$ cat config.mk
export PLATFORM = sky130hd
export DESIGN_NAME = aguTop
export DESIGN_NICKNAME = d
export VERILOG_FILES = /design/src/hdl/aguPkg.sv /design/src/hdl/addrGen.sv /design/src/hdl/addrTranslate.sv /design/src/hdl/aguTop.sv /design/src/hdl/storeFormat.sv
export VERILOG_INCLUDE_DIRS = /design/src /design/src/hdl
export SDC_FILE = /design/constraint.sdc
export NUM_CORES = 1
export LEC_CHECK = 0
export ABC_AREA = 1
export BUFFER_PORTS_ARGS = -buffer_cell sky130_fd_sc_hd__buf_2
export CAP_MARGIN = 20
export CORE_MARGIN = 2
export CORE_UTILIZATION = 45
export CTS_CLUSTER_DIAMETER = 50
export DETAILED_ROUTE_END_ITERATION = 8
export GPL_TIMING_DRIVEN = 0
export HOLD_SLACK_MARGIN = 0.12
export PLACE_DENSITY = 0.64
export REMOVE_ABC_BUFFERS = 1
export SYNTH_ARGS = -nofsm -noshare
export SYNTH_HDL_FRONTEND = slang
export SYNTH_SLANG_ARGS = --single-unit
$ cat constraint.sdc
create_clock -name clk -period 7.6 [get_ports clk]
set_input_delay 0.76 -clock clk [delete_from_list [all_inputs] [get_ports clk]]
set_output_delay 0.76 -clock clk [all_outputs]
set_load 0.01 [all_outputs]
$ cat src/hdl/agu_defines.svh
`ifndef AGU_DEFINES_SVH
`define AGU_DEFINES_SVH

// Data and address width
`define AGU_XLEN 32

// Sequence number width, wraps around
`define AGU_SQN_W 7

// Physical region open to loads and stores
`define AGU_LEGAL_LO 32'h8000_0000
`define AGU_LEGAL_HI 32'h8FFF_FFFF

`define AGU_IS_LEGAL(a) (((a) >= `AGU_LEGAL_LO) && ((a) <= `AGU_LEGAL_HI))

`endif

$ cat src/hdl/aguPkg.sv
`default_nettype none
`include "agu_defines.svh"

package aguPkg;

    typedef enum logic [4:0] {
        OP_LB, OP_LH, OP_LW, OP_LBU, OP_LHU,
        OP_SB, OP_SH, OP_SW,
        OP_AMOSWAP, OP_AMOADD, OP_AMOXOR, OP_AMOAND, OP_AMOOR,
        OP_AMOMIN, OP_AMOMAX, OP_AMOMINU, OP_AMOMAXU
    } memOpcode;

    typedef enum logic [1:0] {
        EXC_NONE, EXC_MISALIGN, EXC_ACCESS, EXC_PAGE
    } aguExcept;

    typedef enum logic {
        PRIV_USER, PRIV_SUPERVISOR
    } privMode;

    typedef struct packed {
        logic                  valid;
        memOpcode              opcode;
        logic [`AGU_XLEN-1:0]  srcA;
        logic [`AGU_XLEN-1:0]  srcB;
        logic [`AGU_XLEN-1:0]  srcC;
        logic [11:0]           imm;
        logic [`AGU_SQN_W-1:0] sqN;
        logic [6:0]            tag;
    } issueOp;

    typedef struct packed {
        logic        sv32en;
        logic [21:0] rootPpn;
        privMode     priv;
        logic        sum; // Supervisor may touch user pages
        logic        mxr; // Execute-only pages readable
    } vmemState;

    typedef struct packed {
        logic                  valid;
        memOpcode              opcode;
        logic [`AGU_XLEN-1:0]  addr;
        logic [`AGU_XLEN-1:0]  srcB;
        logic [`AGU_XLEN-1:0]  srcC;
        logic [`AGU_SQN_W-1:0] sqN;
        logic [6:0]            tag;
        logic [1:0]            size; // log2 of byte count
        logic                  signExtend;
        logic                  isLoad;
        logic                  isStore;
        aguExcept              except;
    } addrOp;

    typedef struct packed {
        logic                  valid;
        logic [`AGU_XLEN-1:0]  addr;
        logic [`AGU_XLEN-1:0]  data;
        logic [3:0]            wmask;
        logic [1:0]            size;
        logic                  signExtend;
        logic                  isLoad;
        logic                  isStore;
        logic [`AGU_SQN_W-1:0] sqN;
        logic [6:0]            tag;
        aguExcept              except;
    } memOp;

    typedef struct packed {
        logic                 valid;
        logic [`AGU_XLEN-1:0] vaddr;
        logic [21:0]          rootPpn;
    } walkRq;

    // Sv32 leaf entry
    typedef struct packed {
        logic [11:0] ppn1;
        logic [9:0]  ppn0;
        logic [1:0]  rsw;
        logic        d, a, g, u, x, w, r, v;
    } pteLeaf;

    typedef struct packed {
        logic [21:0] ppn;
        logic [9:0]  flags;
    } pteFlat;

    typedef union packed {
        pteLeaf leaf;
        pteFlat flat;
    } pteWord;

    typedef struct packed {
        logic   valid;
        logic   superPage;
        pteWord pte;
    } walkRes;

    typedef struct packed {
        logic                  taken;
        logic [`AGU_SQN_W-1:0] sqN;
    } branchFlush;

    // True when a is younger than b, tolerant of wrap
    function automatic logic isYounger(input logic [`AGU_SQN_W-1:0] a,
                                       input logic [`AGU_SQN_W-1:0] b);
        logic [`AGU_SQN_W-1:0] diff;
        diff = a - b;
        return !diff[`AGU_SQN_W-1] && (diff != '0);
    endfunction

endpackage

`default_nettype wire

$ cat src/hdl/addrGen.sv
`timescale 1ns/100ps
`default_nettype none
`include "agu_defines.svh"

module addrGen import aguPkg::*; (
    input  wire        clk,
    input  wire        rst,
    input  wire issueOp     issue,
    input  wire vmemState   vmem,
    input  wire branchFlush branch,
    input  wire        hold,
    output addrOp      genOp
);

logic                 isAmo;
logic [`AGU_XLEN-1:0] offset;
logic [`AGU_XLEN-1:0] addr;
logic                 misalign;
logic                 killIssue;
logic                 killHeld;
addrOp                nextOp;

assign killIssue = branch.taken && isYounger(issue.sqN, branch.sqN);
assign killHeld  = branch.taken && isYounger(genOp.sqN, branch.sqN);

always_comb begin
    isAmo  = issue.opcode >= OP_AMOSWAP;
    offset = isAmo ? '0 : {{(`AGU_XLEN-12){issue.imm[11]}}, issue.imm}; // AMOs take srcA as is
    addr   = issue.srcA + offset;

    nextOp        = '0;
    nextOp.valid  = issue.valid && !killIssue;
    nextOp.opcode = issue.opcode;
    nextOp.addr   = addr;
    nextOp.srcB   = issue.srcB;
    nextOp.srcC   = issue.srcC;
    nextOp.sqN    = issue.sqN;
    nextOp.tag    = issue.tag;

    case (issue.opcode)
        OP_LB:  begin nextOp.size = 2'd0; nextOp.signExtend = 1'b1; nextOp.isLoad = 1'b1; end
        OP_LH:  begin nextOp.size = 2'd1; nextOp.signExtend = 1'b1; nextOp.isLoad = 1'b1; end
        OP_LW:  begin nextOp.size = 2'd2; nextOp.isLoad = 1'b1; end
        OP_LBU: begin nextOp.size = 2'd0; nextOp.isLoad = 1'b1; end
        OP_LHU: begin nextOp.size = 2'd1; nextOp.isLoad = 1'b1; end
        OP_SB:  begin nextOp.size = 2'd0; nextOp.isStore = 1'b1; end
        OP_SH:  begin nextOp.size = 2'd1; nextOp.isStore = 1'b1; end
        OP_SW:  begin nextOp.size = 2'd2; nextOp.isStore = 1'b1; end
        default: begin
            // Read-modify-write word
            nextOp.size    = 2'd2;
            nextOp.isLoad  = 1'b1;
            nextOp.isStore = 1'b1;
        end
    endcase

    misalign = (nextOp.size == 2'd1 && addr[0]) || (nextOp.size == 2'd2 && addr[1:0] != 2'b00);

    if (misalign)
        nextOp.except = EXC_MISALIGN; // Wins over access fault
    else if (!vmem.sv32en && !`AGU_IS_LEGAL(addr))
        nextOp.except = EXC_ACCESS;
    else
        nextOp.except = EXC_NONE;
end

always_ff @(posedge clk) begin
    if (!hold)
        genOp <= nextOp;
    else if (killHeld)
        genOp.valid <= 1'b0; // Held op flushed behind a walk

    if (rst)
        genOp.valid <= 1'b0;
end

endmodule

`default_nettype wire

$ cat src/hdl/addrTranslate.sv
`timescale 1ns/100ps
`default_nettype none
`include "agu_defines.svh"

module addrTranslate import aguPkg::*; (
    input  wire        clk,
    input  wire        rst,
    input  wire vmemState   vmem,
    input  wire branchFlush branch,
    input  wire addrOp      genOp,
    output walkRq      walkRequest,
    input  wire walkRes     walkResult,
    output logic       stall,
    output addrOp      xlatOp
);

addrOp                held;  // Pass-through register, or the op under walk
logic                 busy;
logic                 accept;
logic                 needWalk;
logic                 killGen;
logic                 killHeld;
logic [`AGU_XLEN-1:0] physAddr;
logic                 pageFault;
logic                 accFault;

assign killGen  = branch.taken && isYounger(genOp.sqN, branch.sqN);
assign killHeld = branch.taken && isYounger(held.sqN, branch.sqN);

assign accept   = !busy || walkResult.valid;
assign needWalk = genOp.valid && !killGen && vmem.sv32en && genOp.except == EXC_NONE;

// Drops in the cycle the walk result comes back
assign stall = busy && !walkResult.valid;

always_comb begin
    if (walkResult.superPage)
        physAddr = {walkResult.pte.flat.ppn[19:10], held.addr[21:0]};
    else
        physAddr = {walkResult.pte.flat.ppn[19:0], held.addr[11:0]};

    pageFault = 1'b0;
    case ({walkResult.pte.leaf.x, walkResult.pte.leaf.w, walkResult.pte.leaf.r})
        3'b000, 3'b010, 3'b110: pageFault = 1'b1; // Pointer or reserved
        3'b100: if (!vmem.mxr) pageFault = 1'b1;
        default: ;
    endcase

    if (held.isStore && !walkResult.pte.leaf.w)
        pageFault = 1'b1;
    if (!walkResult.pte.leaf.v || !walkResult.pte.leaf.a)
        pageFault = 1'b1;
    if (held.isStore && !walkResult.pte.leaf.d)
        pageFault = 1'b1;
    if (vmem.priv == PRIV_USER && !walkResult.pte.leaf.u)
        pageFault = 1'b1;
    if (vmem.priv == PRIV_SUPERVISOR && walkResult.pte.leaf.u && !vmem.sum)
        pageFault = 1'b1;
    if (walkResult.superPage && walkResult.pte.flat.ppn[9:0] != 10'd0)
        pageFault = 1'b1; // Misaligned superpage

    // Physical page above 32 bits or outside the region
    accFault = walkResult.pte.flat.ppn[21:20] != 2'b00 || !`AGU_IS_LEGAL(physAddr);
end

always_comb begin
    xlatOp = held;
    if (busy) begin
        xlatOp.valid = walkResult.valid && held.valid;
        xlatOp.addr  = physAddr;
        if (accFault)
            xlatOp.except = EXC_ACCESS;
        else if (pageFault)
            xlatOp.except = EXC_PAGE;
        else
            xlatOp.except = EXC_NONE;
    end
end

always_ff @(posedge clk) begin
    walkRequest.valid <= 1'b0;

    if (accept) begin
        held                <= genOp;
        held.valid          <= genOp.valid && !killGen;
        busy                <= needWalk;
        walkRequest.valid   <= needWalk;
        walkRequest.vaddr   <= genOp.addr;
        walkRequest.rootPpn <= vmem.rootPpn;
    end
    else if (killHeld) begin
        held.valid <= 1'b0; // Keep waiting, result is thrown away
    end

    if (rst) begin
        held.valid        <= 1'b0;
        busy              <= 1'b0;
        walkRequest.valid <= 1'b0;
    end
end

endmodule

`default_nettype wire

$ cat src/hdl/aguTop.sv
`timescale 1ns/100ps
`default_nettype none

module aguTop import aguPkg::*; (
    input  wire        clk,
    input  wire        rst,
    input  wire issueOp     issue,
    input  wire vmemState   vmem,
    input  wire branchFlush branch,
    output logic       stall,
    output walkRq      walkRequest,
    input  wire walkRes     walkResult,
    output memOp       result
);

addrOp genOp;
addrOp xlatOp;

addrGen addrGen_i (
    .clk    (clk),
    .rst    (rst),
    .issue  (issue),
    .vmem   (vmem),
    .branch (branch),
    .hold   (stall),
    .genOp  (genOp)
);

addrTranslate addrTranslate_i (
    .clk         (clk),
    .rst         (rst),
    .vmem        (vmem),
    .branch      (branch),
    .genOp       (genOp),
    .walkRequest (walkRequest),
    .walkResult  (walkResult),
    .stall       (stall),
    .xlatOp      (xlatOp)
);

storeFormat storeFormat_i (
    .clk    (clk),
    .rst    (rst),
    .branch (branch),
    .xlatOp (xlatOp),
    .result (result)
);

endmodule

`default_nettype wire

$ cat src/hdl/storeFormat.sv
`timescale 1ns/100ps
`default_nettype none
`include "agu_defines.svh"

module storeFormat import aguPkg::*; (
    input  wire        clk,
    input  wire        rst,
    input  wire branchFlush branch,
    input  wire addrOp      xlatOp,
    output memOp       result
);

logic                 kill;
logic [3:0]           wmask;
logic [`AGU_XLEN-1:0] wdata;
logic                 bLess;
logic                 bLessU;

assign kill   = branch.taken && isYounger(xlatOp.sqN, branch.sqN);
assign bLess  = $signed(xlatOp.srcB) < $signed(xlatOp.srcC);
assign bLessU = xlatOp.srcB < xlatOp.srcC;

always_comb begin
    wmask = 4'b0000;
    wdata = '0;
    if (xlatOp.isStore && xlatOp.except == EXC_NONE) begin
        if (xlatOp.isLoad) begin
            wmask = 4'b1111; // AMO always writes the full word
            case (xlatOp.opcode)
                OP_AMOADD:  wdata = xlatOp.srcB + xlatOp.srcC;
                OP_AMOXOR:  wdata = xlatOp.srcB ^ xlatOp.srcC;
                OP_AMOAND:  wdata = xlatOp.srcB & xlatOp.srcC;
                OP_AMOOR:   wdata = xlatOp.srcB | xlatOp.srcC;
                OP_AMOMIN:  wdata = bLess ? xlatOp.srcB : xlatOp.srcC;
                OP_AMOMAX:  wdata = bLess ? xlatOp.srcC : xlatOp.srcB;
                OP_AMOMINU: wdata = bLessU ? xlatOp.srcB : xlatOp.srcC;
                OP_AMOMAXU: wdata = bLessU ? xlatOp.srcC : xlatOp.srcB;
                default:    wdata = xlatOp.srcB; // Swap
            endcase
        end
        else begin
            case (xlatOp.size)
                2'd0: begin
                    wmask = 4'b0001 << xlatOp.addr[1:0];
                    wdata = xlatOp.srcB << {xlatOp.addr[1:0], 3'b000};
                end
                2'd1: begin
                    wmask = 4'b0011 << {xlatOp.addr[1], 1'b0};
                    wdata = xlatOp.srcB << {xlatOp.addr[1], 4'b0000};
                end
                default: begin
                    wmask = 4'b1111;
                    wdata = xlatOp.srcB;
                end
            endcase
        end
    end
end

always_ff @(posedge clk) begin
    result.valid      <= xlatOp.valid && !kill;
    result.addr       <= xlatOp.addr;
    result.data       <= wdata;
    result.wmask      <= wmask;
    result.size       <= xlatOp.size;
    result.signExtend <= xlatOp.signExtend;
    result.isLoad     <= xlatOp.isLoad;
    result.isStore    <= xlatOp.isStore;
    result.sqN        <= xlatOp.sqN;
    result.tag        <= xlatOp.tag;
    result.except     <= xlatOp.except;
    if (rst)
        result.valid <= 1'b0;
end

endmodule

`default_nettype wire

Yosys cells after proc, flatten, opt, wreduce, memory -nomap -nowiden
Cells that the tools add are included.
{"block": "totals", "reg_bits": 360, "latchBits": 0, "ramBits": 0, "mem_bits_ro": 0, "in_bits": 198, "output_inout_bits": 146, "word_cells": 179, "n_memories": 0}
{"block": "classes", "add_sub_neg": 5, "multipliers": 0, "n_div": 0, "order_cmp": 7, "n_eq_ne": 22, "shifts": 4, "n_mux": 33, "bitwise_logic": 5, "n_reduce_logical": 65}
{"cell": "one-hot mux 32 bit (8 select lines)", "n": 1}
{"cell": "2-to-1 mux 32 bit", "n": 7}
{"cell": "adder 32 bit", "n": 2}
{"cell": "greater-or-equal comparator 32 bit, second input constant", "n": 2}
{"cell": "less-or-equal comparator 32 bit, second input constant", "n": 2}
{"cell": "less-than comparator 32 bit", "n": 2}
{"cell": "one-hot mux 32 bit (2 select lines)", "n": 1}
{"cell": "<< shifter 32 x 5 -> 32 bit", "n": 2}
{"cell": "equality test 5 x 4 -> 1 bit, second input constant", "n": 7}
{"cell": "bitwise AND 32 bit", "n": 1}
{"cell": "OR 32 bit", "n": 1}
{"cell": "XOR 32 bit", "n": 1}
{"cell": "logical AND 1 bit", "n": 25}
{"cell": "2-to-1 mux 22 bit", "n": 1}
{"cell": "nonzero test 7 bit", "n": 3}
{"cell": "subtractor 7 bit", "n": 3}
{"cell": "equality test 5 x 3 -> 1 bit, second input constant", "n": 4}
{"cell": "zero test 1 bit", "n": 17}
{"cell": "2-to-1 mux 1 bit", "n": 15}
{"cell": "OR reduction 3 bit", "n": 4}
{"cell": "equality test 5 x 2 -> 1 bit, second input constant", "n": 2}
{"cell": "nonzero test 10 bit", "n": 1}
{"cell": "2-to-1 mux 2 bit", "n": 4}
{"cell": "one-hot mux 4 bit (2 select lines)", "n": 1}
{"cell": "21 further kinds", "n": 32}

Longest topological paths before layout
Gate-level depths: netlist of the first run.
{"block": "depth", "depth_word": 14, "mapped_depth": 21, "depth_no_buf": 21}

Hierarchy
From an unflattened synthesis of the first run, not the netlist that was laid out.
{"block": "unflattened", "cells_unflattened": 2748, "hier_area_um2": 22715.5}
{"module": "storeFormat", "n_inst": 1, "cells_each": 1578, "area_each_um2": 9519.1, "seq_area_each_um2": 1801.7}
{"module": "addrGen", "n_inst": 1, "cells_each": 661, "area_each_um2": 6646.4, "seq_area_each_um2": 3683.5}
{"module": "addrTranslate", "n_inst": 1, "cells_each": 509, "area_each_um2": 6550.0, "seq_area_each_um2": 4384.2}

Least setup slack after synthesis of the first run
No wires, ideal clock.
{"block": "synth_path", "path_kind": "input -> register", "from": "input port walkResult[33] (netlist bit)", "to": "register addrTranslate_i.busy", "setup_ns": 0.132, "arrival_time_ns": 6.749, "required_ns": 7.468, "path_slack_ns": 0.719, "stages": 4, "n_path_buf": 0, "path_cell_list": "nor2_1 -> inv_1 -> or2_2 -> o21ai_0"}
{"block": "synth_between", "elab_chain_len": 1}
{"element": "from (decl)", "line_no": "aguTop.sv:12", "text": "input wire walkRes walkResult,"}
{"element": "logical OR 1 bit", "line_no": "addrTranslate.sv:30", "text": "assign accept = !busy || walkResult.valid;"}
{"element": "named net addrTranslate_i.accept", "line_no": "addrTranslate.sv:19", "text": "logic accept;"}
{"element": "to (signal assigned)", "line_no": "addrTranslate.sv:86", "text": "busy <= needWalk;"}
{"element": "to (decl)", "line_no": "addrTranslate.sv:18", "text": "logic busy;"}
The timed path passes the listed nets, and every way through them passes these cells.
A chain may end at the register's enable or synchronous reset.

Final worst setup path of the first run
{"block": "layout_path", "from": "register addrTranslate_i.held, in the netlist addrTranslate_i.xlatOp[64]", "to": "register, netlist name storeFormat_i.result[25]"}
{"block": "layout_between", "elab_chain_len": 4, "elab_cells_between_ends": 8, "classes_between": "2 x order compare; 6 x mux"}
{"element": "from (decl)", "line_no": "addrTranslate.sv:17", "text": "addrOp held;"}
{"element": "from (signal assigned)", "line_no": "addrTranslate.sv:84", "text": "held <= genOp;"}
{"element": "less-than comparator 32 bit, on equally long branches", "line_no": "storeFormat.sv:21, storeFormat.sv:20"}
{"element": "2-to-1 mux 32 bit, on equally long branches"}
{"element": "one-hot mux 32 bit (8 select lines) (*)", "line_no": "storeFormat.sv:29", "text": "case (xlatOp.opcode)"}
{"element": "2-to-1 mux 32 bit (*)", "line_no": "storeFormat.sv:27", "text": "if (xlatOp.isLoad) begin"}
Mark *: on every way between the ends. The rest lies on a longest branch, timed or not.

==> results of run 1 <==
==> metrics by stage <==
step | setup TNS [ns] | hold WS (ns)
4_1_cts | 0 | 0.309
3_5_place_dp | 0 | 0.327
3_3_place_gp | -371.64 | 0.325
2_1_floorplan | 0 | 0.323
6_report | 0 | 0.340
5_1_grt | 0 | 0.306
==> cells by family (layout without fill, tap and decap cells) <==
logic type,count (synthesis),count (layout),synth area share
fa+ha+maj,131,131,0.0828
flops,360,360,0.487
mux,5,5,0.00278
other cells,0,6,0
simple gates,995,995,0.207
xor+xnor,58,58,0.0251
buf+inv,363,693,0.0744
compound gates,418,418,0.121
==> cells in the mapped netlist (2+ instances only) <==
cell	number	area [um^2]
sky130_fd_sc_hd__fa_1	5	100
sky130_fd_sc_hd__nand2_2	4	25.0
sky130_fd_sc_hd__o311ai_0	2	17.5
sky130_fd_sc_hd__nor2_1	202	758
sky130_fd_sc_hd__o31ai_1	2	15.0
sky130_fd_sc_hd__edfxtp_1	266	7990
sky130_fd_sc_hd__nand2_1	500	1880
sky130_fd_sc_hd__a211oi_1	7	52.6
sky130_fd_sc_hd__o21a_1	7	52.6
sky130_fd_sc_hd__nor3_1	20	100
sky130_fd_sc_hd__o21ai_0	131	656
sky130_fd_sc_hd__a21o_1	10	75.1
sky130_fd_sc_hd__o2111ai_1	2	17.5
sky130_fd_sc_hd__dfxtp_1	94	1880
sky130_fd_sc_hd__nor4_1	4	25.0
sky130_fd_sc_hd__a41oi_1	5	43.8
sky130_fd_sc_hd__buf_2	13	65.1
sky130_fd_sc_hd__buf_4	34	255
sky130_fd_sc_hd__clkbuf_1	48	180
sky130_fd_sc_hd__inv_2	3	11.3
sky130_fd_sc_hd__o21bai_1	13	97.6
sky130_fd_sc_hd__o211ai_1	16	120
sky130_fd_sc_hd__o221ai_1	27	236
sky130_fd_sc_hd__ha_1	126	1580
sky130_fd_sc_hd__mux2_2	5	56.3
sky130_fd_sc_hd__xor2_1	37	324
sky130_fd_sc_hd__nor2_2	3	18.8
sky130_fd_sc_hd__clkinv_1	4	15.0
sky130_fd_sc_hd__buf_1	5	18.8
sky130_fd_sc_hd__inv_1	256	961
sky130_fd_sc_hd__o41ai_1	8	70.1
sky130_fd_sc_hd__or2_2	7	43.8
sky130_fd_sc_hd__xnor2_1	21	184
sky130_fd_sc_hd__nand4_1	22	138
sky130_fd_sc_hd__nand3b_1	5	37.5
sky130_fd_sc_hd__a31oi_1	3	18.8
sky130_fd_sc_hd__o22ai_1	22	138
sky130_fd_sc_hd__nand3_1	221	1110
sky130_fd_sc_hd__a21oi_1	158	791
==> metal layers <==
layer,GRT usage,share of wire,up-vias
met4,0.106,0.036,16
met5,0,0.0015,-
met1,0.342,0.41,8387
met3,0.0639,0.079,171
met2,0.453,0.48,718
li1,-,-,8515
==> power groups by stage <==
stage	combinational (mW)	clock (mW)	sequential [mW]
after floorplan	0.555	0	2.45
after global placement	0.981	0	2.44
after detailed placement	1.01	0	2.43
after CTS	1.01	2.04	2.40
after global routing	1.13	2.12	2.41
final	1.03	1.98	2.40
==> sequential cells by signal (all words and copies together), names as in the netlist <==
| register | cells |
|---|---|
| addrGen_i.genOp | 123 |
| addrTranslate_i.busy | 1 |
| addrTranslate_i.held | 3 |
| addrTranslate_i.walkRequest | 55 |
| addrTranslate_i.xlatOp | 88 |
| storeFormat_i.result | 90 |
==> area by class of cell <==
class / count / area (um^2)
fill: 4104 / 20400
sequential: 360 / 9870
multi-input combinational: 1607 / 8920
timing repair buffer: 352 / 1990
clock buffer: 51 / 1130
inverter: 263 / 995
tap: 592 / 741
clock inverter: 27 / 268
antenna: 6 / 15.0
==> worst paths after layout <==
| check | startpoint | end | cells after the start |
|---|---|---|---|
| hold reg to reg | addrTranslate_i.xlatOp[9] | storeFormat_i.result[4] | 0 |
| setup / recovery | addrTranslate_i.xlatOp[64] | storeFormat_i.result[25] | 17 |
| hold / removal | addrTranslate_i.xlatOp[9] | storeFormat_i.result[4] | 0 |
| setup reg to reg | addrTranslate_i.xlatOp[64] | storeFormat_i.result[25] | 17 |
==> flow_summary.toml, run 1 <==
[synth]
synth.lib_cells_used.distinct = 51
syn_area_per_cell_um2 = 8.69
mappedNetlistArea_mm2 = 0.0203
edff_count_synth = 266
yosys_register_bits = 360
synth_async_sr_flop_share = 0
synth_sequential_area_ratio = 0.487
yosys_warnings = 0
post_synth_inst_count = 2330
ys_dominant_reg_cell = "sky130_fd_sc_hd__edfxtp_1"

[sta]
relSlewSlack = 0.344
setup_viol_count_final = 0
hold_viol = 0
worst_slack_ns = 1.78
finalCritPeriodShare = 0.765
fin_skew_ns = 0.0248
rsz_0062_raised_after_global_routing = "no"
period_minus_slack_ns = 5.82
slew_violations = 0
fmaxAchievable_ghz = 0.172
tightestPinTransition_ns = 0.982

[die]
initial_standard_cell_utilization_of_the_core = 0.457
num_io_pins = 344
placement_rows = 77
die-width_um = 216
die_y_um = 216
die_area_mm2 = 0.0467
fp.coreArea_mm2 = 0.0443

[critical_path]
path_common_cell = "sky130_fd_sc_hd__nand2_1"
critical_path.cell_chain = "inv_1, ha_1, inv_1, a21oi_1, nand2_1, a21oi_1, nand2_1, nand2_2, nand2_2, nand2_1, nand2_2, nand2_1, nand2_1, nand2_1, nand2_1, o21bai_1, a21oi_1"
cp-start-kind = "register"
cp_top_family = "simple AND/OR/NAND/NOR gates"
critical_path_buf_inv_count = 2
worst-endpoint-arrival_ns = 6.27
worstSetupPathType = "reg2reg"
crit_path_top_delay_cell = "sky130_fd_sc_hd__nand2_2"
timing.reg2reg.setup_slack_ns = 1.78
worst-endpoint-required_ns = 8.05
timing.critical_path.fanout_max = 46
critPathCaptureType = "register"
maximum_single_stage_delay_on_the_critical_path_ns = 0.75

[run]
drv_cap = 0

[power]
static-leakage-power_nw = 11.0
total_power_mw = 5.40
combinational_power_share = 0.190
vdd_ir_drop_max_uv = 182
pwr-share-seq = 0.443
sw_share = 0.302
fraction_of_power_consumed_by_the_clock_network = 0.367
p_switching_mw = 1.63
p_int_mw = 3.77
cellPowerDensity_mw_per_mm2 = 226

[route]
first_drt_pass_iteration_count = 8
final_antenna_net_count = 0
post_drt_wl_per_cell_um = 19.8
finalWirelength_um = 64400
num_vias = 17800
post_drt_via_cell_ratio = 5.47
remaining_design_rule_violation_count = 0
drt-initial-drc-count = 1732

[final_layout]
finalNonFillerCells = 3258
most_common_cell_after_layout_fill_and_taps_aside = "sky130_fd_sc_hd__nand2_1"
total_nets_final = 2955
most_frequent_cells_in_the_layout = "sky130_fd_sc_hd__nand2_1 (498), sky130_fd_sc_hd__buf_2 (340), sky130_fd_sc_hd__edfxtp_1 (266)"
finalCoreUtilization = 0.540
layout_overhead_on_the_synthesized_area_pct = 18.1
final_layout_size_suffix_gt1_frac = 0.173
stdcell_area_mm2 = 0.0239

[hold_path]
timing.hold.worst.class = "reg2reg"

[cts]
post_cts.repair.setup_buffers = 0
cts_made_buffers = 42
cts.hold.buffers_added = 0
clock_insertion_delay_at_the_later_pin_of_the_skew_report_ns = 0.59
cts.sink_count = 360
clock-root-buffer = "sky130_fd_sc_hd__clkbuf_16"
cts_htree_levels = 2
clkTransAtPathRegs_ns = 0.06
tritoncts = "done"
cts.path.max_buffers = 3
post_cts.resized_instances = 0

[placement]
io_buffer_count = 340
placedInstanceArea_mm2 = 0.0224
preCtsSetupSlack_ns = 1.93
place_inst = 3171
place_hpwl_um = 47900
gp_routability_congestion = 0.975

[global_routing]
first_pass_grt_wire_length_um = 98300
global_route.usage.total = 0.272
number_of_global_route_vias_before_repair = 17400
grt.overflow.total = 0
grt_antenna_before_repair = 13
grt_max_degree = 130

[status]
status = "finished, final reports clean"
(Power assumes the default switching activity.)
==> run 2, diff against run 1 <==
clock period = 5.48 ns   (was 7.6 ns; I/O delays follow)
==> run 2 against run 1 <==
Flip-flop and latch count unchanged. First-iteration DRC count decreased by 8.0%. Clock skew increased by 0.00077 ns. Largest power group unchanged.
==> flow_summary.toml, run 2 (synthesis gave the netlist of run 1 again) <==
[route]
num_vias = 18100
finalWirelength_um = 65500
first_drt_pass_iteration_count = 5
drt-initial-drc-count = 1594
post_drt_wl_per_cell_um = 19.7
remaining_design_rule_violation_count = 0
post_drt_via_cell_ratio = 5.45
final_antenna_net_count = 0

[die]
fp.coreArea_mm2 = 0.0443
die-width_um = 216
die_y_um = 216
num_io_pins = 344
placement_rows = 77
initial_standard_cell_utilization_of_the_core = 0.457
die_area_mm2 = 0.0467

[final_layout]
finalNonFillerCells = 3328
final_layout_size_suffix_gt1_frac = 0.168
total_nets_final = 3030
largest_register_ffs = 123
nFillCells = 4045
layout_overhead_on_the_synthesized_area_pct = 21.7
largest_register = "addrGen_i.genOp"
most_frequent_cells_in_the_layout = "sky130_fd_sc_hd__nand2_1 (497), sky130_fd_sc_hd__buf_2 (340), sky130_fd_sc_hd__edfxtp_1 (266)"
most_common_cell_after_layout_fill_and_taps_aside = "sky130_fd_sc_hd__nand2_1"
area_used_by_multi_input_combinational_logic_mm2 = 0.00893
storage_element_area_mm2 = 0.00987

[sta]
relSlewSlack = 0.242
tns_ns = 0
fmaxAchievable_ghz = 0.193
period_minus_slack_ns = 5.19
finalCritPeriodShare = 0.946
fin_skew_ns = 0.0256
hold_viol = 0
tightestPinTransition_ns = 1.14
setup_viol_count_final = 0
slew_violations = 0
rsz_0062_raised_after_global_routing = "no"

[critical_path]
cp-start-kind = "register"
critPathCaptureType = "register"
worstSetupPathType = "reg2reg"
timing.critical_path.fanout_max = 46
worst-endpoint-required_ns = 5.93
worst-endpoint-arrival_ns = 5.64

[power]
total_power_mw = 7.55
cellPowerDensity_mw_per_mm2 = 306
vdd_ir_drop_max_uv = 253
static-leakage-power_nw = 11.3

[global_routing]
grt.met1_usage = 0.348
use_met2 = 0.467
top_usage_layer = "met2"
global_route.usage.total = 0.276
grtUsageMet3 = 0.0573
grt_max_degree = 130
grt_antenna_before_repair = 5
number_of_global_route_vias_before_repair = 17900
first_pass_grt_wire_length_um = 100000
grt.overflow.total = 0

[placement]
gp_routability_congestion = 0.975
place_inst = 3171
io_buffer_count = 340
place_hpwl_um = 47900

[cts]
cts_made_buffers = 42
clock_insertion_delay_at_the_later_pin_of_the_skew_report_ns = 0.59
cts.path.max_buffers = 3
clkTransAtPathRegs_ns = 0.06
tritoncts = "done"
post_cts.repair.setup_buffers = 0
clock-root-buffer = "sky130_fd_sc_hd__clkbuf_16"
cts.sink_count = 360
cts_htree_levels = 2

[status]
status = "finished, final reports clean"

[run]
drv_cap = 0

[hold_path]
timing.hold.worst.class = "in2reg"
==> run 2: critical path, cell delays in order, from the launching register on <==
cell and delay [ns]:
sky130_fd_sc_hd__edfxtp_1 0.62, sky130_fd_sc_hd__inv_1 0.20, sky130_fd_sc_hd__ha_1 0.45, sky130_fd_sc_hd__inv_1 0.15
sky130_fd_sc_hd__a21oi_1 0.23, sky130_fd_sc_hd__nand2_1 0.09, sky130_fd_sc_hd__a21oi_1 0.13, sky130_fd_sc_hd__nand2_1 0.12
sky130_fd_sc_hd__nand2_2 0.55, sky130_fd_sc_hd__nand2_4 0.51, sky130_fd_sc_hd__nand2_1 0.55, sky130_fd_sc_hd__nand2_4 0.38
sky130_fd_sc_hd__nand2_1 0.42, sky130_fd_sc_hd__nand2_1 0.25, sky130_fd_sc_hd__nand2_1 0.11, sky130_fd_sc_hd__nand2_1 0.06
sky130_fd_sc_hd__o21bai_1 0.12, sky130_fd_sc_hd__a21oi_1 0.09
==> run 2: timing repair <==
action                                 4_1_cts  5_1_grt
setup endpoints to repair                   14       15
endpoints found under the hold margin       74        2
hold buffers                                74        2
cloned                                       0        0
gates resized for setup                      1        2
pin swaps                                    0        0
==> run 2: layout make-up <==
| type | instances | area share |
|---|---|---|
| Antenna cell | 1 | 0.000101 |
| Timing Repair Buffer | 427 | 0.111 |
| Multi-Input combinational cell | 1607 | 0.362 |
| Tap cell | 592 | 0.0300 |
| Clock inverter | 27 | 0.0109 |
| Sequential cell | 360 | 0.400 |
| Inverter | 263 | 0.0403 |
| Clock buffer | 51 | 0.0457 |
==> run 2: routing by layer <==
layer / up-vias / share of wire / wire length [um]
li1: 8665 / - / -
met3: 161 / 0.076 / 4960
met4: 8 / 0.034 / 2210
met1: 8557 / 0.41 / 26800
met5: - / 0.00073 / 48
met2: 733 / 0.48 / 31400
==> run 2: report_power, final <==
group | leakage [nW] | total [mW] | internal [mW] | switching, mW
logic | 6.99 | 1.47 | 0.515 | 0.955
registers | 3.59 | 3.32 | 3.19 | 0.133
clock network | 0.682 | 2.76 | 1.56 | 1.19
total | 11.3 | 7.55 | 5.27 | 2.28
==> run 2: worst paths after layout <==
check                             start                       end  slack [ns]  cells after the start
max          addrTranslate_i.xlatOp[64]  storeFormat_i.result[25]        0.29                     17
min                            issue[2]        addrGen_i.genOp[9]        0.15                      1
max reg2reg  addrTranslate_i.xlatOp[64]  storeFormat_i.result[25]        0.29                     17
min reg2reg   addrTranslate_i.xlatOp[9]   storeFormat_i.result[4]        0.34                      0
==> run 2: through the flow <==
step | hold WS, ns | setup slack [ns] | utilization | cell area [um^2]
2_1_floorplan | 0.323 | -1.34 | - | 19700
3_3_place_gp | 0.325 | -3.95 | 0.500 | 22200
3_5_place_dp | 0.327 | -0.191 | 0.506 | 22400
4_1_cts | 0.120 | 0.0938 | 0.555 | 24600
5_1_grt | 0.120 | 0.0274 | 0.556 | 24700
6_report | 0.146 | 0.295 | 0.556 | 24700
